**config.mk**
```make
export PLATFORM = sky130hd
export DESIGN_NAME = sample_buffer
export DESIGN_NICKNAME = d
export VERILOG_FILES = /design/src/rtl/audio_capture_pkg.sv /design/src/rtl/sample_buffer.sv
export SDC_FILE = /design/constraint.sdc
export NUM_CORES = 1
export LEC_CHECK = 0
export BUFFER_PORTS_ARGS = -buffer_cell sky130_fd_sc_hd__buf_2
export CAP_MARGIN = 20
export CORE_MARGIN = 2
export CORE_UTILIZATION = 60
export CTS_CLUSTER_SIZE = 16
export DETAILED_ROUTE_END_ITERATION = 10
export PLACE_DENSITY = 0.78
export SLEW_MARGIN = 15
export SYNTH_ARGS = -nofsm -noshare
export SYNTH_HDL_FRONTEND = slang
export SYNTH_SLANG_ARGS = --single-unit
```
**constraint.sdc**
```tcl
create_clock -name clk_i -period 9.71 [get_ports clk_i]
set_input_delay 1.942 -clock clk_i [delete_from_list [all_inputs] [get_ports clk_i]]
set_output_delay 1.942 -clock clk_i [all_outputs]
set_load 0.03 [all_outputs]
```
**src/rtl/audio_capture_pkg.sv**
```systemverilog
package audio_capture_pkg;

    // receiver and buffer dimensions
    localparam int NUM_CHANNELS = 2;    // serial data lines per receiver
    localparam int NUM_PORTS    = 2;    // receivers sharing the buffer
    localparam int CHAN_W       = (NUM_CHANNELS > 1) ? $clog2(NUM_CHANNELS) : 1;
    localparam int PORT_W       = (NUM_PORTS > 1) ? $clog2(NUM_PORTS) : 1;
    localparam int BUF_DEPTH    = 16;
    localparam int BUF_AW       = $clog2(BUF_DEPTH);
    localparam int QUEUE_DEPTH  = 4;    // holding entries per port
    localparam int QUEUE_AW     = $clog2(QUEUE_DEPTH);

    typedef logic [31:0]       sample_t;
    typedef logic [10:0]       clk_div_t;
    typedef logic [5:0]        bit_count_t;
    typedef logic [CHAN_W-1:0] chan_idx_t;
    typedef logic [PORT_W-1:0] port_idx_t;
    typedef logic [BUF_AW:0]   buf_level_t;  // 0 .. BUF_DEPTH

    // one receiver's configuration
    typedef struct packed {
        logic       enable;
        logic       pdm_en;
        logic       pdm_ddr;       // shift on both sck edges in pdm mode
        logic       lsbfirst;
        logic       sample_word;   // 1: one sample per word, 0: packed 32 bit
        clk_div_t   clk_div;
        bit_count_t bits_word;     // word length minus one
        bit_count_t ws_time;       // bit count at which ws toggles
        logic       ws_value;
        logic       ws_fix;
    } i2s_cfg_t;

    // receiver output, one channel per cycle
    typedef struct packed {
        chan_idx_t chan;
        sample_t   data;
    } rx_sample_t;

    // entry stored in the shared buffer
    typedef struct packed {
        port_idx_t port;
        chan_idx_t chan;
        sample_t   data;
    } sample_entry_t;

endpackage
```
**src/rtl/sample_buffer.sv**
```systemverilog
module sample_buffer (
    input  logic                               clk_i,
    input  logic                               rstn_i,
    input  logic                               wr_en_i,
    input  audio_capture_pkg::sample_entry_t   wr_entry_i,
    input  logic                               rd_en_i,
    output audio_capture_pkg::sample_entry_t   rd_data_o,
    output logic                               rd_valid_o,
    output logic                               empty_o,
    output audio_capture_pkg::buf_level_t      level_o,
    output logic                               overflow_o
);

    import audio_capture_pkg::*;

    sample_entry_t     mem [BUF_DEPTH];
    logic [BUF_AW-1:0] wr_ptr;
    logic [BUF_AW-1:0] rd_ptr;
    buf_level_t        level;
    logic              full;
    logic              do_wr;
    logic              do_rd;

    assign full    = (level == buf_level_t'(BUF_DEPTH));
    assign empty_o = (level == '0);
    assign level_o = level;
    assign do_wr   = wr_en_i && !full;    // writes into a full buffer are lost
    assign do_rd   = rd_en_i && !empty_o;

    always_ff @(posedge clk_i)
    begin
        if (do_wr)
            mem[wr_ptr] <= wr_entry_i;
        if (do_rd)
            rd_data_o <= mem[rd_ptr];
    end

    always_ff @(posedge clk_i or negedge rstn_i)
    begin
        if (!rstn_i)
        begin
            wr_ptr     <= '0;
            rd_ptr     <= '0;
            level      <= '0;
            rd_valid_o <= 1'b0;
            overflow_o <= 1'b0;
        end
        else
        begin
            if (do_wr)
                wr_ptr <= wr_ptr + 1'b1;
            if (do_rd)
                rd_ptr <= rd_ptr + 1'b1;
            if (do_wr && !do_rd)
                level <= level + 1'b1;
            else if (do_rd && !do_wr)
                level <= level - 1'b1;
            rd_valid_o <= do_rd;
            if (wr_en_i && full)
                overflow_o <= 1'b1;   // sticky
        end
    end

    a_level_max: assert property (@(posedge clk_i) disable iff (!rstn_i)
        level <= buf_level_t'(BUF_DEPTH))
        else $error("sample_buffer: fill level above BUF_DEPTH");

endmodule

```
After elaboration in Yosys (flattened, before gate mapping) --
Memory sizes are Yosys's and may differ from the RTL's. A register that Yosys moved wholly into a read port is not among the register bits. Cells that the tools add are included. Widths: inputs -> output; s select.
Operators by class: reduce and logical (&&, ||, !) cells 11, add/sub/neg operators 4, eq/ne operators 1, muxes and demuxes 4
Operator list (number):
- $mux 5 | 2
- $add 4x1->4 const B | 2
- $add 5x1->5 const B | 1
- $eq 5x5->1 const B | 1
- $logic_and 1x1->1 | 5
- $logic_not 5->1 | 1
- $sub 5x1->5 const B | 1
- $logic_not 1->1 | 4
- $mux 1 | 2
- $reduce_bool 2->1 | 1
Word-level totals: bits in writable memories 544, memories 1, output and inout bits 42, input bits 38, word-level logic and storage cells 26, register bits after elaboration 15
Memories:
- mem | depth 16, bits a word 34, read ports 1, clocked after memory_dff 1, write ports 1, line sample_buffer.sv:16 | sample_entry_t mem [BUF_DEPTH];

Longest topological paths before layout --
depth in word-level cells 7, mapped depth 9, depth with buffers taken out 9

Least setup slack after synthesis --
No wires, ideal clock.
path type input-to-reg, from input port wr_en_i, to memory mem[3][0] (netlist bit), enable pin, data required time 9243 ps, cell stages on the path 3, path buffers 0, slack 4461 ps, arrival time 4781 ps, setup time 467 ps, path through a21boi_2 nand2_1 nor3_1
Between the ends: longest elaborated chain between the ends 3
Ends and longest elaborated chain:
- from (decl) | line sample_buffer.sv:4 | input logic wr_en_i,
- $logic_and 1x1->1 | line sample_buffer.sv:27 | assign do_wr = wr_en_i && !full;
- $mux 1 | line sample_buffer.sv:32 | if (do_wr)
- $mux 1 (implied by the code) | line sample_buffer.sv:33 | mem[wr_ptr] <= wr_entry_i;
- to (decl) | line sample_buffer.sv:16
Every way passes these cells.

Final worst setup path --
from register level[0], in the netlist level_o[0], to output port empty_o
Between the ends: longest elaborated chain between the ends 1
Ends and longest elaborated chain:
- from (decl) | line sample_buffer.sv:19 | buf_level_t level;
- from (signal assigned) | line sample_buffer.sv:55 | level <= level + 1'b1;
- from (signal assigned) | line sample_buffer.sv:57 | level <= level - 1'b1;
- $logic_not 5->1 | line sample_buffer.sv:25 | assign empty_o = (level == '0);
- to (decl) | line sample_buffer.sv:9 | output logic empty_o,
Every way passes these cells.

==> out/qor.csv <==
stage,metric,value,unit
placement,dp_hpwl,25800,um
die,core_area,0.0376,mm2
logic_synthesis,synth_top_family_by_area,multiplexers,
placement,dpl-instance-area,0.0238,mm2
logic_synthesis,yosysUniqueCellTypes,39,
sta,setup_viol,0,
logic_synthesis,synth_compound_area_share,5.31,%
die,die-area,0.0396,mm2
worst_setup_path,cp_max_fo,6,
clock_network,cts_tree,yes,
placement,port_buffers,79,
worst_setup_path,worstPathCellList,"or4_4, nor2_1, buf_2",
clock_network,path_clk_slew,60,ps
worst_setup_path,required,7770,ps
worst_setup_path,cpPeakStageDelay,590,ps
global_route,grt_max_degree,71,
die,rows,71,
detailed_routing,vias,11050,
worst_setup_path,path_class,flip-flop to output pin,
status,outcome,completed,
detailed_routing,drt-total-wl,46800,um
sta,hold_viol_final,0,
die,io-pin-count,80,
cells_and_area,drive_gt1_share,23.5,%
logic_synthesis,synthArstFlopShare,2.53,%
clock_network,cts_buffers,57,
clock_network,h-tree-depth,2,
clock_network,cts_sinks,593,
cells_and_area,regArea,0.0177,mm2
global_route,first_global_vias,11294,
power_and_ir_drop,finalPower,7.75,mW
detailed_routing,route.detailed.drc,0,
sta,period_needed,3890,ps
logic_synthesis,synth_edf_count,578,
sta,rsz0062_at_grt,no,
logic_synthesis,synth_area_per_cell,20.7,um2
logic_synthesis,yosysWarnings,0,
logic_synthesis,postSynthCellCount,1104,
logic_synthesis,syn_nets,1152,
cells_and_area,fin_nets,1256,
logic_synthesis,ys_seq_elements,593,
worst_setup_path,r2r-end,rd_data_o[26]$_DFFE_PP_,
global_route,antenna_found_initial,0,
power_and_ir_drop,max-vdd-ir-drop,0.000195,V
min_path,hold_start,overflow_o$_DFFE_PN0P_,
logic_synthesis,ys.flop_type,edfxtp_1,
logic_synthesis,synth_top_area_share,76.1,%
logic_synthesis,yosys.area.top_type,edfxtp_1,
sta,fin_setup_tns,0,ps
logic_synthesis,ys_top_cells_by_area,"edfxtp_1 (76%), mux4_2 (6.7%), mux2i_1 (6.0%), a221oi_1 (1.9%), dfrtp_1 (1.6%)",
sta,skew,17.8,ps
power_and_ir_drop,power_density,302,mW/mm2
cells_and_area,multiInputGateArea,0.00477,mm2
cells_and_area,finalNonFillerCells,1761,
min_path,worst_hold_path.endpoint,overflow_o$_DFFE_PN0P_,
placement,gp_congestion,0.760,
worst_setup_path,reg2reg_setup_slack,6490,ps
worst_setup_path,r2r_start,rd_ptr[3]$_DFFE_PN0P_,
placement,place_ws,5420,ps
worst_setup_path,startpoint_type,flip-flop,
sta,report.final.slew_viol_count,0,
die,die_x,199,um
logic_synthesis,synthMuxAreaShare,12.8,%
clock_network,ctsResizeCount,0,
worst_setup_path,cp-end-kind,output pin,
worst_setup_path,path_buf_inv,1,
global_route,grt_pass1_wl,70800,um
clock_network,cts_root_buf,clkbuf_16,
cells_and_area,diodes,0,
logic_synthesis,synth_area,0.0228,mm2
run,drv_cap,0,
die,start_util,60.7,%
logic_synthesis,synth_simple_gate_area_share,1.33,%
power_and_ir_drop,p_leak,8.64,nW
die,die_y,199,um
worst_setup_path,reg2regPathDepth,6,
clock_network,clk_latency,600,ps
sta,fin_crit_sh,40.0,%
detailed_routing,wl_per_cell,26.6,um
worst_setup_path,cp_top_family,simple AND/OR/NAND/NOR gates,
global_route,globalRouteTotalUtil,24.8,%
min_path,hold_class,flip-flop to flip-flop,
sta,fmax,0.257,GHz
worst_setup_path,slowest_stage,or4_4,
detailed_routing,dr.pass1.iters,5,
placement,dp.cells,1658,
detailed_routing,vias_per_cell,6.27,
logic_synthesis,synth-seq-area-share,77.7,%
sta,max_slew.worst_pin.slew,1120,ps
sta,final.setup.worst_slack,5820,ps
clock_network,postCtsHoldBufs,0,
clock_network,postCtsSetupBuffers,0,
global_route,grt-ovfl-total,0,
logic_synthesis,yosys.area_share.adder,0.582,%
worst_setup_path,cp.arrival,1940,ps
cells_and_area,fillers,2263,
cells_and_area,syn_to_final_growth,12.5,%
clock_network,cts-root-to-sink-buffers,3,
logic_synthesis,synth-xor-area-share,0.384,%
cells_and_area,design_area,0.0257,mm2
detailed_routing,drt-initial-drc-count,994,
sta,slew_headroom,25.6,%
min_path,holdPathStages,1,
detailed_routing,drtAntennaViolNets,0,
-- state kept, by name (all words and copies together) (netlist names) --
register / cells
level_o: 5
mem: 544
overflow_o: 1
rd_data_o: 34
rd_ptr: 4
rd_valid_o: 1
wr_ptr: 4
-- layer usage --
layer	routed length, um	part of all wire, %	up-vias	track usage, %
li1	-	-	4801	-
met1	18500	39	5709	33.1
met2	24400	52	447	42.9
met3	2900	6.2	93	4.09
met4	1130	2.4	0	6.99
met5	0	0	-	0
-- area by class of cell --
type | instances | area share, %
clock buffer | 71 | 5.93
clock inverter | 30 | 1.03
inverter | 5 | 0.0731
multi-input combinational | 445 | 18.6
sequential | 593 | 69.1
tap | 511 | 2.49
timing repair buffer | 106 | 2.77
-- how the worst max path moves through the flow --
stage / endpoint / slack, ps / start / cells past startpoint
2_1_floorplan: mem[3][0]$_DFFE_PP_ / 4460 / wr_en_i / 3
3_5_place_dp: mem[5][26]$_DFFE_PP_ / 5420 / wr_en_i / 5
6_report: empty_o / 5820 / level_o[0]$_DFFE_PN0P_ / 3
4_1_cts: empty_o / 5790 / level_o[0]$_DFFE_PN0P_ / 3
3_3_place_gp: mem[11][12]$_DFFE_PP_ / 5370 / wr_en_i / 4
5_1_grt: empty_o / 5730 / level_o[0]$_DFFE_PN0P_ / 3
-- synthesized netlist by cell type, types with 15 or more instances --
library cell    n
o21ai_0        28
mux2i_1       137
a22oi_1        34
dfrtp_1        15
a221oi_1       50
nor2_1         15
a221oi_2       18
buf_6          15
mux4_2         68
edfxtp_1      578
buf_2          17
nand2_1        46
clkbuf_1       18
-- cells by family after synthesis --
logic type | Yosys count
compound gates | 146
xor+xnor | 10
fa+ha+maj | 10
buf+inv | 66
flops | 593
mux | 206
simple gates | 73
-- per-stage QoR --
stage / hold slack, ps / util (%)
floorplan: 537 / -
global placement: 444 / 63.1
detailed placement: 458 / 63.4
CTS: 473 / 68.1
global route: 483 / 68.3
finish: 465 / 68.3
-- where the power goes --
group          total [mW]  internal (mW)  switching (mW)
Combinational        2.29          0.853            1.44
Clock                2.12           1.23           0.890
Sequential           3.34           3.21           0.131
Total                7.75           5.29            2.46
-- cells in the final DEF, fill, tap and decap left out, types with 12 or more instances in the layout --
cell,n
buf_4,21
a221oi_2,18
clkinv_1,15
clkbuf_16,59
edfxtp_1,578
mux2i_1,137
nor2_4,12
clkbuf_1,12
o21ai_0,28
mux4_2,68
nand2_1,46
a22oi_1,34
buf_2,79
a221oi_1,50
dfrtp_1,12
(Power assumes the default switching activity.)
