==> src/rtl/audio_capture_pkg.sv <==
package audio_capture_pkg;

    // receiver and buffer dimensions
    localparam int NUM_CHANNELS = 2;    // serial data lines per receiver
    localparam int NUM_PORTS    = 2;    // receivers sharing the buffer
    localparam int CHAN_W       = (NUM_CHANNELS > 1) ? $clog2(NUM_CHANNELS) : 1;
    localparam int PORT_W       = (NUM_PORTS > 1) ? $clog2(NUM_PORTS) : 1;
    localparam int BUF_DEPTH    = 16;
    localparam int BUF_AW       = $clog2(BUF_DEPTH);
    localparam int QUEUE_DEPTH  = 4;    // holding entries per port
    localparam int QUEUE_AW     = $clog2(QUEUE_DEPTH);

    typedef logic [31:0]       sample_t;
    typedef logic [10:0]       clk_div_t;
    typedef logic [5:0]        bit_count_t;
    typedef logic [CHAN_W-1:0] chan_idx_t;
    typedef logic [PORT_W-1:0] port_idx_t;
    typedef logic [BUF_AW:0]   buf_level_t;  // 0 .. BUF_DEPTH

    // one receiver's configuration
    typedef struct packed {
        logic       enable;
        logic       pdm_en;
        logic       pdm_ddr;       // shift on both sck edges in pdm mode
        logic       lsbfirst;
        logic       sample_word;   // 1: one sample per word, 0: packed 32 bit
        clk_div_t   clk_div;
        bit_count_t bits_word;     // word length minus one
        bit_count_t ws_time;       // bit count at which ws toggles
        logic       ws_value;
        logic       ws_fix;
    } i2s_cfg_t;

    // receiver output, one channel per cycle
    typedef struct packed {
        chan_idx_t chan;
        sample_t   data;
    } rx_sample_t;

    // entry stored in the shared buffer
    typedef struct packed {
        port_idx_t port;
        chan_idx_t chan;
        sample_t   data;
    } sample_entry_t;

endpackage
==> src/rtl/i2s_rx.sv <==
module i2s_rx (
    input  logic                                       clk_i,
    input  logic                                       rstn_i,
    input  audio_capture_pkg::i2s_cfg_t                cfg_i,
    input  logic [audio_capture_pkg::NUM_CHANNELS-1:0] sd_i,
    output logic                                       sck_o,
    output logic                                       ws_o,
    output logic                                       sample_valid_o,
    output audio_capture_pkg::rx_sample_t              sample_o
);

    import audio_capture_pkg::*;

    logic       rise;
    logic       fall;
    logic       shift;
    logic       packed_mode;
    logic       shift_pack;
    logic       word_done;
    bit_count_t bit_cnt;           // bits of the current word
    bit_count_t pack_cnt;          // bits toward a 32 bit packed sample
    bit_count_t active_cnt;
    chan_idx_t  chan_idx;
    logic       running;

    sample_t shreg     [NUM_CHANNELS];
    sample_t shreg_nxt [NUM_CHANNELS];
    sample_t hold      [NUM_CHANNELS];

    i2s_clk_gen u_clk_gen (
        .clk_i    (clk_i),
        .rstn_i   (rstn_i),
        .en_i     (cfg_i.enable),
        .clk_div_i(cfg_i.clk_div),
        .clk_o    (sck_o),
        .rise_o   (rise),
        .fall_o   (fall)
    );

    // ddr only applies in pdm mode
    assign shift       = (cfg_i.pdm_en && cfg_i.pdm_ddr) ? (rise | fall) : rise;
    assign packed_mode = cfg_i.pdm_en || !cfg_i.sample_word;
    assign shift_pack  = packed_mode && shift;
    assign active_cnt  = packed_mode ? pack_cnt : bit_cnt;

    // last bit of a word lands on this shift pulse
    assign word_done = packed_mode ? (shift_pack && (pack_cnt == 6'd31))
                                   : (shift && (bit_cnt == cfg_i.bits_word));

    always_ff @(posedge clk_i or negedge rstn_i)
    begin
        if (!rstn_i)
        begin
            bit_cnt  <= '0;
            pack_cnt <= '0;
        end
        else if (!cfg_i.enable)
        begin
            bit_cnt  <= '0;
            pack_cnt <= '0;
        end
        else
        begin
            if (shift)
                bit_cnt <= (bit_cnt == cfg_i.bits_word) ? '0 : bit_cnt + 1'b1;
            if (shift_pack)
                pack_cnt <= (pack_cnt == 6'd31) ? '0 : pack_cnt + 1'b1;
        end
    end

    always_comb
    begin
        for (int c = 0; c < NUM_CHANNELS; c++)
        begin
            if (cfg_i.lsbfirst)
                shreg_nxt[c] = {sd_i[c], shreg[c][31:1]};
            else
                shreg_nxt[c] = {shreg[c][30:0], sd_i[c]};
        end
    end

    always_ff @(posedge clk_i or negedge rstn_i)
    begin
        if (!rstn_i)
        begin
            for (int c = 0; c < NUM_CHANNELS; c++)
                shreg[c] <= '0;
        end
        else
        begin
            for (int c = 0; c < NUM_CHANNELS; c++)
            begin
                if (!cfg_i.enable)
                    shreg[c] <= '0;
                else if (shift)
                    shreg[c] <= shreg_nxt[c];
            end
        end
    end

    // snapshot at word end, the shift registers may move on during the burst
    always_ff @(posedge clk_i)
    begin
        if (word_done)
        begin
            for (int c = 0; c < NUM_CHANNELS; c++)
                hold[c] <= shreg_nxt[c];
        end
    end

    // output burst, one channel per cycle
    always_ff @(posedge clk_i or negedge rstn_i)
    begin
        if (!rstn_i)
        begin
            running  <= 1'b0;
            chan_idx <= '0;
        end
        else if (!cfg_i.enable)
        begin
            running  <= 1'b0;
            chan_idx <= '0;
        end
        else if (word_done)
        begin
            running  <= 1'b1;
            chan_idx <= '0;
        end
        else if (running)
        begin
            if (chan_idx == chan_idx_t'(NUM_CHANNELS - 1))
            begin
                running  <= 1'b0;
                chan_idx <= '0;
            end
            else
            begin
                chan_idx <= chan_idx + 1'b1;
            end
        end
    end

    assign sample_valid_o = running;

    always_comb
    begin
        sample_o.chan = chan_idx;
        sample_o.data = hold[chan_idx];
    end

    // word select, changes only with a falling sck
    always_ff @(posedge clk_i or negedge rstn_i)
    begin
        if (!rstn_i)
            ws_o <= 1'b0;
        else if (!cfg_i.enable)
            ws_o <= 1'b0;
        else if (cfg_i.ws_fix)
            ws_o <= cfg_i.ws_value;
        else if (fall && (active_cnt == cfg_i.ws_time))
            ws_o <= ~ws_o;
    end

    // a burst ends after one cycle per channel
    a_burst_len: assert property (@(posedge clk_i) disable iff (!rstn_i)
        $rose(sample_valid_o) |-> ##NUM_CHANNELS !sample_valid_o)
        else $error("i2s_rx: sample_valid longer than NUM_CHANNELS cycles");

endmodule

==> src/rtl/i2s_clk_gen.sv <==
module i2s_clk_gen (
    input  logic                        clk_i,
    input  logic                        rstn_i,
    input  logic                        en_i,
    input  audio_capture_pkg::clk_div_t clk_div_i,
    output logic                        clk_o,
    output logic                        rise_o,
    output logic                        fall_o
);

    import audio_capture_pkg::*;

    clk_div_t cnt;
    logic     toggle;

    // >= keeps the divider sane if clk_div shrinks while running
    assign toggle = en_i && (cnt >= clk_div_i);

    // pulses mark the cycle in which clk_o changes
    assign rise_o = toggle && !clk_o;
    assign fall_o = toggle && clk_o;

    always_ff @(posedge clk_i or negedge rstn_i)
    begin
        if (!rstn_i)
        begin
            cnt   <= '0;
            clk_o <= 1'b0;
        end
        else if (!en_i)
        begin
            cnt   <= '0;       // idle low
            clk_o <= 1'b0;
        end
        else if (toggle)
        begin
            cnt   <= '0;
            clk_o <= ~clk_o;
        end
        else
        begin
            cnt <= cnt + 1'b1;
        end
    end

endmodule

==> config.mk <==
export PLATFORM = sky130hd
export DESIGN_NAME = i2s_rx
export DESIGN_NICKNAME = d
export VERILOG_FILES = /design/src/rtl/audio_capture_pkg.sv /design/src/rtl/i2s_rx.sv /design/src/rtl/i2s_clk_gen.sv
export SDC_FILE = /design/constraint.sdc
export NUM_CORES = 1
export LEC_CHECK = 0
export ABC_AREA = 1
export BUFFER_PORTS_ARGS = -buffer_cell sky130_fd_sc_hd__buf_2
export CAP_MARGIN = 40
export CORE_UTILIZATION = 35
export DETAILED_ROUTE_END_ITERATION = 6
export PLACE_DENSITY = 0.5
export RECOVER_POWER = 100
export SLEW_MARGIN = 20
export SYNTH_ARGS = -nofsm -noshare
export SYNTH_HDL_FRONTEND = slang
export SYNTH_SLANG_ARGS = --single-unit
==> constraint.sdc <==
create_clock -name clk_i -period 3.9 [get_ports clk_i]
set_input_delay 1.17 -clock clk_i [delete_from_list [all_inputs] [get_ports clk_i]]
set_output_delay 1.17 -clock clk_i [all_outputs]
set_load 0.02 [all_outputs]
Word level (Yosys, flattened, before mapping). Memories as Yosys holds them, arrays and structs flattened. Cells that the tools add are included.

Register bits: 91. Bits in writable memories: 64. Input port bits: 34. Output and inout bits: 36. Word-level logic and storage cells: 69. Memories: 1.

Memory list: hold (words 2, bits a word 32, read ports 1, clocked after memory_dff 0, wr ports 2, RTL line i2s_rx.sv:28) `sample_t hold [NUM_CHANNELS];`.

Add/subtract/negate cells: 4. $lt $le $gt $ge: 1. Eq/ne operators: 8. Mux-type cells: 32. Bitwise operators: 3. Reductions and logical operators: 11.

Operators with widths (number): 32-bit 2-to-1 mux (6); 6-bit 2-to-1 mux (7); 11-bit 2-to-1 mux (2); 1-bit 2-to-1 mux (17); 6-bit by 1-bit adder with 6-bit output, second input constant (2); 6-bit equality test (2); 11-bit by 1-bit adder with 11-bit output, second input constant (1); 11-bit >= comparator (1); 1-bit logical AND (8); 6-bit by 5-bit equality test with 1-bit output, second input constant (1); 2-bit by 1-bit != test with 1-bit output, second input constant (3); 3-bit by 1-bit != test with 1-bit output, second input constant (1); 3-bit by 2-bit != test with 1-bit output, second input constant (1); 1-bit logical NOT (2); 1-bit NOT (2); 1-bit adder, second input constant (1); 1-bit logical OR (1); 1-bit bitwise OR (1).

Longest topological paths before layout. Gate-level depths: netlist of run 1.

Depth after elaboration: 10. Depth in mapped cells: 14. Mapped depth without buffers: 13.

Cells and area by module. A second synthesis of run 1 with hierarchy kept.

Cells, all modules: 894. Area total of the unflattened synthesis: 7656.1 µm².

Modules (own cells, without submodules): i2s_rx (instances 1, cells each 764, area an instance 6682.7 µm², sequential area each 3898.7 µm²); i2s_clk_gen (instances 1, cells each 130, area an instance 973.4 µm², sequential area each 300.3 µm²).

Worst setup path before layout of run 1. No wires, ideal clock.

Path type: input-to-reg. Start point: in cfg_i[24] (netlist name). End point: mem hold[0][0] (netlist name), enable pin. Library setup time: 0.418 ns. Data arrival time: 3.509 ns. Data required time: 3.482 ns. Path slack: -0.027 ns. Cell stages on the path: 11. Path buffers: 0. Cell sequence: inv_1 > ha_1 > nand2_1 > nor2_1 > and2_1 > nand2_1 > nand2_1 > nor2_4 > nor2_4 > nand3_1 > inv_1.

RTL lines: from (decl) (RTL line i2s_rx.sv:4) `input audio_capture_pkg::i2s_cfg_t cfg_i,`; to (decl) (RTL line i2s_rx.sv:28).

==> results of run 1 <==
==> registers in the layout, summed over array words and instances (netlist names) <==
register,cells
u_clk_gen.cnt,11
u_clk_gen.clk_o,1
pack_cnt,6
chan_idx,1
ws_o,1
bit_cnt,6
shreg,64
hold,64
sample_valid_o,1
==> metal layers <==
metal  up-vias  global-route usage, %  part of all wire [%]
li1       2964                      -                     -
met1      2697                   23.3                    50
met2        87                   26.0                    46
met3        11                   3.68                   3.4
met4         0                   4.64                  0.81
met5         -                      0                     0
==> kinds of logic (layout without fill, tap and decap cells) <==
group	after synthesis	count (layout)	synth area share (%)
buf+inv	123	192	6.90
compound gates	113	113	7.73
fa+ha+maj	14	14	2.33
flops	155	155	55.9
simple gates	459	459	25.2
xor+xnor	16	16	1.87
==> metrics by stage <==
| stage | total power [uW] | instance area [um2] |
|---|---|---|
| after floorplan | 1840 | 7510 |
| after global placement | 1910 | 8110 |
| after detailed placement | 1910 | 8110 |
| after CTS | 3480 | 8670 |
| after global routing | 3560 | 8570 |
| final | 3420 | 8570 |
==> power by group <==
| part | internal [uW] | switching (uW) | total, uW |
|---|---|---|---|
| logic | 47.7 | 112 | 160 |
| clock network | 906 | 649 | 1550 |
| registers | 1700 | 8.98 | 1710 |
==> how the worst max path moves through the flow <==
stage	cells past startpoint	slack, ns	endpoint	start
after global placement	13	0.56	hold[1][1]	cfg_i[24]
after floorplan	11	0.27	hold[0][0]	cfg_i[24]
after CTS	5	0.73	sample_o[16]	chan_idx
after detailed placement	13	0.52	hold[1][1]	cfg_i[24]
after global routing	5	0.33	shreg[34]	cfg_i[26]
final	3	0.57	hold[0][27]	cfg_i[26]
==> area by class of cell <==
cell class / count / area (um2) / share of cell area (%)
clock buffer: 20 / 457 / 5.33
clock inverter: 12 / 98.8 / 1.15
tap: 275 / 344 / 4.02
inverter: 79 / 300 / 3.50
multi-input combinational: 602 / 2770 / 32.4
timing repair buffer: 81 / 397 / 4.63
sequential: 155 / 4200 / 49.0
==> placed cells by master, fill, tap and decap left out, drive strengths merged <==
master / count
nor2: 66
o21ai: 72
xnor2: 8
xor2: 8
a31oi: 1
edfxtp: 64
or2: 2
nor3b: 3
nand4: 9
nor3: 5
and3: 1
nand2: 302
buf: 39
clkinvlp: 3
and2: 2
a211oi: 1
inv: 79
clkinv: 8
a21oi: 39
ha: 14
nand3: 68
nand3b: 1
clkbuf: 62
bufinv: 1
dfrtp: 91
==> critical path: stages <==
cell,delay [ns]
sky130_fd_sc_hd__clkbuf_1,0.99
sky130_fd_sc_hd__clkbuf_2,0.89
sky130_fd_sc_hd__o21ai_0,0.35
==> Yosys cell counts, types with 7 or more instances <==
library cell,number
sky130_fd_sc_hd__inv_1,78
sky130_fd_sc_hd__nor2_1,64
sky130_fd_sc_hd__nand2_1,301
sky130_fd_sc_hd__edfxtp_1,64
sky130_fd_sc_hd__ha_1,14
sky130_fd_sc_hd__nand4_1,9
sky130_fd_sc_hd__clkbuf_1,23
sky130_fd_sc_hd__o21ai_1,7
sky130_fd_sc_hd__xor2_1,8
sky130_fd_sc_hd__buf_2,12
sky130_fd_sc_hd__a21oi_1,39
sky130_fd_sc_hd__nand3_1,68
sky130_fd_sc_hd__dfrtp_1,91
sky130_fd_sc_hd__xnor2_1,8
sky130_fd_sc_hd__o21ai_0,64
==> flow_metrics.tcl, run 1 <==
set metrics [dict create \
    grt_max_degree 67 \
    ys_seq_area_share_pct 55.9 \
    finalClockSkew_ns 0.00727 \
    area_growth_syn_to_layout_pct 14.2 \
    synthTopCellsByArea "sky130_fd_sc_hd__dfrtp_1 30%, sky130_fd_sc_hd__edfxtp_1 26%, sky130_fd_sc_hd__nand2_1 15%" \
    reg2reg_depth 11 \
    cp.required_ns 3.99 \
    postLayoutCoreUtil_pct 40.8 \
    tritoncts.num_buffers 17 \
    chipHeight_um 148 \
    remaining_max_slew_budget_at_the_tightest_pin_pct 7.06 \
    outcome "complete, no violations" \
    postSynthRegisterBits 155 \
    timing.final.ws_setup_ns 0.569 \
    final.period_utilization_pct 85.4 \
    floorplan.core_area_um2 21000 \
    dieWidth_um 148 \
    gpl.final_weighted_congestion 0.785 \
    fmax_mhz 300 \
    critical_path.endpoint_type "flop" \
    grt_pass1_wl_um 28700 \
    detail-route-antenna-nets 0 \
    clock-sinks 155 \
    worst_path_arrival_time_ns 3.42 \
    hold_path_end "shreg[31]" \
    min-delay-path-class "reg2reg" \
    worst_hold_path.num_cells 2 \
    clock_path_buffers 2 \
    number_of_synthesized_flops_with_an_enable_pin 64 \
    mappedNetlistNets 928 \
    tns_ns 0 \
    route.final.wire_length_um 17000 \
    hold_path.startpoint "shreg[31]" \
    holdWs_ns 0.502 \
    grt_antenna_before_repair 0 \
    rrSetupSlack_ns 1.07 \
    post-place-ws_ns 0.523 \
    synth_area_leader_cell "sky130_fd_sc_hd__dfrtp_1" \
    period_minus_slack_ns 3.33 \
    yosys_most_used_dff "sky130_fd_sc_hd__dfrtp_1" \
    ys_async_sr_fraction_pct 58.7 \
    worstReg2RegStart "u_clk_gen.cnt[6]" \
    drcViolationCount 0 \
    root_buffer "sky130_fd_sc_hd__clkbuf_16" \
    vias_after_detailed_routing 5759 \
    critical_path_peak_fanout 55 \
    drtIter0Drc 284 \
    worstSetupStartpointType "input pin" \
    layoutNonFillerInstCount 1224 \
    netlist_instances 880 \
    clk-insertion-delay-late_ns 0.42 \
    criticalPathCategory "in2reg" \
    numPlacedInstances 1192 \
    rsz_0062_raised_after_global_routing "false" \
    timing.final.setup_violations 0 \
    antennaDiodeCount 0 \
    global_route.overflow_total 0 \
    grt_usage_pct 16.7 \
    io-pin-count 70 \
    finalHoldViolations 0 \
    p_per_area_nw_per_um2 400 \
    synthDistinctLibCells 31 \
    vias_in_the_first_global_route 5586 \
    post-synth-top-area-fraction_pct 30.3 \
    cts.htree.levels 4 \
    clk_pin_slew_worst_paths_ns 0.06 \
    vdd_ir_drop_max_v 0.000262 \
    clock_tree_from_tritoncts "yes" \
    setup_bufs_post_cts 0 \
    fillerInstances 2150 \
    design.final.nets 984 \
    initial_cell_density_of_the_core_pct 35.7 \
    dp.final_hpwl_um 10800 \
    worst_pin_slew_ns 1.39 \
    vias_per_cell 4.71 \
    drt-pass1-iter-count 4 \
    placement.io_buffers 69 \
    cts-resized-gates 0 \
    floorplan.die_area_um2 22000 \
    rows 53 \
    routed_wire_length_per_instance_um 13.9 \
    post_route_cells_drive_above_1_share_pct 8.43 \
    synth.cell_area_um2 7510 \
    rr_endpoint "hold[1][28]" \
    cap_viol_max_count 0 \
    hold_buffers 0 \
    drv_slew 0 \
    static-leakage-power_uw 0.00389 \
    synth.yosys.warnings 0 \
    synth.avg_cell_area_um2 8.53 \
]
Note: power is estimated with default switching activity, not from simulation.
==> run 2: changes to the inputs <==
--- a/config.mk
+++ b/config.mk
@@ -5,13 +5,13 @@
 export SDC_FILE = /design/constraint.sdc
 export NUM_CORES = 1
 export LEC_CHECK = 0
-export ABC_AREA = 1
 export BUFFER_PORTS_ARGS = -buffer_cell sky130_fd_sc_hd__buf_2
 export CAP_MARGIN = 40
 export CORE_UTILIZATION = 35
 export DETAILED_ROUTE_END_ITERATION = 6
 export PLACE_DENSITY = 0.5
 export RECOVER_POWER = 100
+export REMOVE_ABC_BUFFERS = 1
 export SLEW_MARGIN = 20
 export SYNTH_ARGS = -nofsm -noshare
 export SYNTH_HDL_FRONTEND = slang
==> run 2 against run 1 <==
Against the previous run: the run now ends with max-capacitance violations, max-slew violations left; count of clock-buffer cells in the layout grew 1; sequential power is essentially flat; final area grew 0.61%; utilization grew 1.3 points; critical path depth grew 6; synthesized cell count shrank 25%; worst hold slack gained 0.024 ns; global-route usage shrank 1.5 points; clock skew grew 0.0020 ns; sequential share of layout area shrank 0.30 points; highest routed layer unchanged.
==> flow_metrics.tcl, run 2 <==
set metrics [dict create \
    synth_area_leader_cell "sky130_fd_sc_hd__dfrtp_1" \
    ys_seq_area_share_pct 56.6 \
    vias_after_detailed_routing 4996 \
    design.final.nets 770 \
    wl_met2_um 7390 \
    routed_wire_length_per_instance_um 15.3 \
    grt_max_degree 78 \
    worst_pin_slew_ns 1.58 \
    post_route_cells_drive_above_1_share_pct 17.7 \
    initial_cell_density_of_the_core_pct 36.2 \
    vdd_ir_drop_max_v 0.000233 \
    reg2reg_depth 7 \
    critical_path_peak_fanout 64 \
    post_synth_most_frequent_cells "137 x sky130_fd_sc_hd__nand2_1, 96 x sky130_fd_sc_hd__mux2_2, 91 x sky130_fd_sc_hd__dfrtp_1" \
    cts.htree.levels 4 \
    antennaDiodeCount 0 \
    yosys_most_used_dff "sky130_fd_sc_hd__dfrtp_1" \
    post-place-ws_ns 0.517 \
    synth.cell_area_um2 7420 \
    dp.final_hpwl_um 10000 \
    final.period_utilization_pct 85.2 \
    synth.most_common_cell "sky130_fd_sc_hd__nand2_1" \
    placement.io_buffers 69 \
    rows 52 \
    fillerInstances 1940 \
    min-delay-path-class "reg2reg" \
    worst_hold_path.num_cells 2 \
    drtIter0Drc 237 \
    intPower_uw 2700 \
    period_minus_slack_ns 3.32 \
    detail-route-antenna-nets 0 \
    crit_family "buffers and inverters" \
    cp.required_ns 3.94 \
    share_of_power_burned_in_combinational_logic_pct 3.6 \
    grt_pass1_wl_um 26100 \
    cap_viol_max_count 1 \
    static-leakage-power_uw 0.00358 \
    clock_tree_from_tritoncts "yes" \
    tritoncts.num_buffers 17 \
    worst_path_arrival_time_ns 3.36 \
    remaining_max_slew_budget_at_the_tightest_pin_pct -5.38 \
    grt_usage_pct 15.2 \
    drt-pass1-iter-count 4 \
    drcViolationCount 0 \
    clock_power_share_pct 46.6 \
    floorplan.core_area_um2 20500 \
    timing.final.setup_violations 0 \
    criticalPathCategory "in2reg" \
    cts-resized-gates 0 \
    finalPower_uw 3410 \
    most_common_library_cell_in_the_layout_ignoring_fill_and_taps "sky130_fd_sc_hd__nand2_1" \
    switchingPower_uw 717 \
    outcome "complete, but fails checks" \
    p_per_area_nw_per_um2 396 \
    route.final.wire_length_um 15400 \
    biggestRegsByFlops "hold (64), shreg (64), u_clk_gen.cnt (11)" \
    number_of_synthesized_flops_with_an_enable_pin 64 \
    clock-sinks 155 \
    synth.avg_cell_area_um2 11.3 \
    worstSetupStartpointType "input pin" \
    chipHeight_um 148 \
    timing.critical_path.cells "buf_2 -> inv_1 -> ha_1 -> nand2_1 -> o21ai_0 -> a21oi_1 -> a21o_1 -> nor3_2 -> clkbuf_4" \
    grt_antenna_before_repair 0 \
    critical_path.endpoint_type "flop" \
    root_buffer "sky130_fd_sc_hd__clkbuf_16" \
    dieWidth_um 148 \
    top_signal_layer_used "met4" \
    m1WireLength_um 7410 \
    sw_share_pct 21.0 \
    postSynthRegisterBits 155 \
    rsz_0062_raised_after_global_routing "false" \
    critPathSlowestCell "sky130_fd_sc_hd__clkbuf_4" \
    drv_slew 25 \
    most-common-layout-cells "137 x sky130_fd_sc_hd__nand2_1, 91 x sky130_fd_sc_hd__dfrtp_1, 79 x sky130_fd_sc_hd__a21oi_1" \
    io-pin-count 70 \
    global_route.overflow_total 0 \
    clock_path_buffers 2 \
    hold_buffers 0 \
    floorplan.die_area_um2 21800 \
    critical_path_cell_count 9 \
    cp_slowest_stage_delay_ns 0.71 \
    violations "max-capacitance violations, max-slew violations" \
    ys_async_sr_fraction_pct 58.7 \
    timing.final.ws_setup_ns 0.577 \
    synth.yosys.warnings 0 \
    postLayoutCoreUtil_pct 42.1 \
    setup_bufs_post_cts 0 \
    post-synth-top-area-fraction_pct 30.7 \
    fmax_mhz 301 \
    rrSetupSlack_ns 0.96 \
    worstPathBufferInverterCount 3 \
    finalClockSkew_ns 0.00930 \
    power.sequential.fraction_pct 49.7 \
    vias_in_the_first_global_route 5150 \
    synthDistinctLibCells 48 \
    synthTopCellsByArea "sky130_fd_sc_hd__dfrtp_1 31%, sky130_fd_sc_hd__edfxtp_1 26%, sky130_fd_sc_hd__mux2_2 15%" \
    vias_per_cell 4.97 \
    routed-wl-met3_um 518 \
    clk_pin_slew_worst_paths_ns 0.06 \
    finalHoldViolations 0 \
    netlist_instances 659 \
    area_growth_syn_to_layout_pct 16.3 \
    clk-insertion-delay-late_ns 0.42 \
    gpl.final_weighted_congestion 0.792 \
]
==> run 2: logic make-up (layout without fill, tap and decap cells) <==
| kind of cell | after synthesis | count (layout) | share of synthesized area [%] |
|---|---|---|---|
| and+or+nand+nor | 205 | 205 | 12.2 |
| DFF | 155 | 155 | 56.6 |
| AOI/OAI and AO/OA | 106 | 106 | 7.90 |
| muxes | 99 | 99 | 15.0 |
| buffers and inverters | 56 | 132 | 3.09 |
| xor gates and xnor gates | 24 | 24 | 2.83 |
| adders and majority gates | 14 | 14 | 2.36 |
==> run 2: per-stage QoR <==
| step | cells | hold slack (ns) | area, um2 | TNS, ns |
|---|---|---|---|---|
| after floorplan | 619 | 0.474 | 7250 | -295.12 |
| after global placement | 971 | 0.507 | 8090 | 0 |
| after detailed placement | 972 | 0.518 | 8110 | 0 |
| after CTS | 1004 | 0.528 | 8680 | 0 |
| after global routing | 1005 | 0.550 | 8620 | 0 |
| final | 1005 | 0.526 | 8620 | 0 |
==> run 2: final timing paths <==
path,from,end
worst max-delay path,cfg_i[16],hold[1][6]
worst min-delay path,shreg[63],shreg[63]
worst max register to register,u_clk_gen.cnt[2],hold[1][6]
worst min register to register,shreg[63],shreg[63]
max in group asynchronous,rstn_i,shreg[21]
min in group asynchronous,rstn_i,shreg[36]
==> run 2: tightest hold or removal path: cells and delay by family, from the launching register on <==
| kind | cells | cell delay, ns |
|---|---|---|
| AO/OA/AOI/OAI | 1 | 0.06 |
| AND/OR/NAND/NOR | 1 | 0.06 |
| flip-flops | 1 | 0.37 |
==> run 2: area by class of cell <==
cell class / count / area (um2) / area share (%)
Clock buffer: 21 / 450 / 5.22
Clock inverter: 11 / 119 / 1.38
Inverter: 16 / 60.1 / 0.697
Multi-Input combinational cell: 448 / 3000 / 34.8
Sequential cell: 155 / 4200 / 48.7
Tap cell: 270 / 338 / 3.92
Timing Repair Buffer: 84 / 459 / 5.33
==> run 2: per-layer routing <==
| layer | GRT usage (%) | vias up |
|---|---|---|
| met4 | 5.77 | 0 |
| met5 | 0 | - |
| li1 | - | 2443 |
| met3 | 2.90 | 9 |
| met1 | 20.4 | 2448 |
| met2 | 24.5 | 96 |
==> run 2: power by group through the flow <==
stage               clock network, uW  logic, uW  registers [uW]
floorplan                           0       51.6            1730
global placement                    0        125            1730
detailed placement                  0        128            1730
CTS                              1650        129            1700
global route                     1710        139            1700
finish                           1590        123            1700
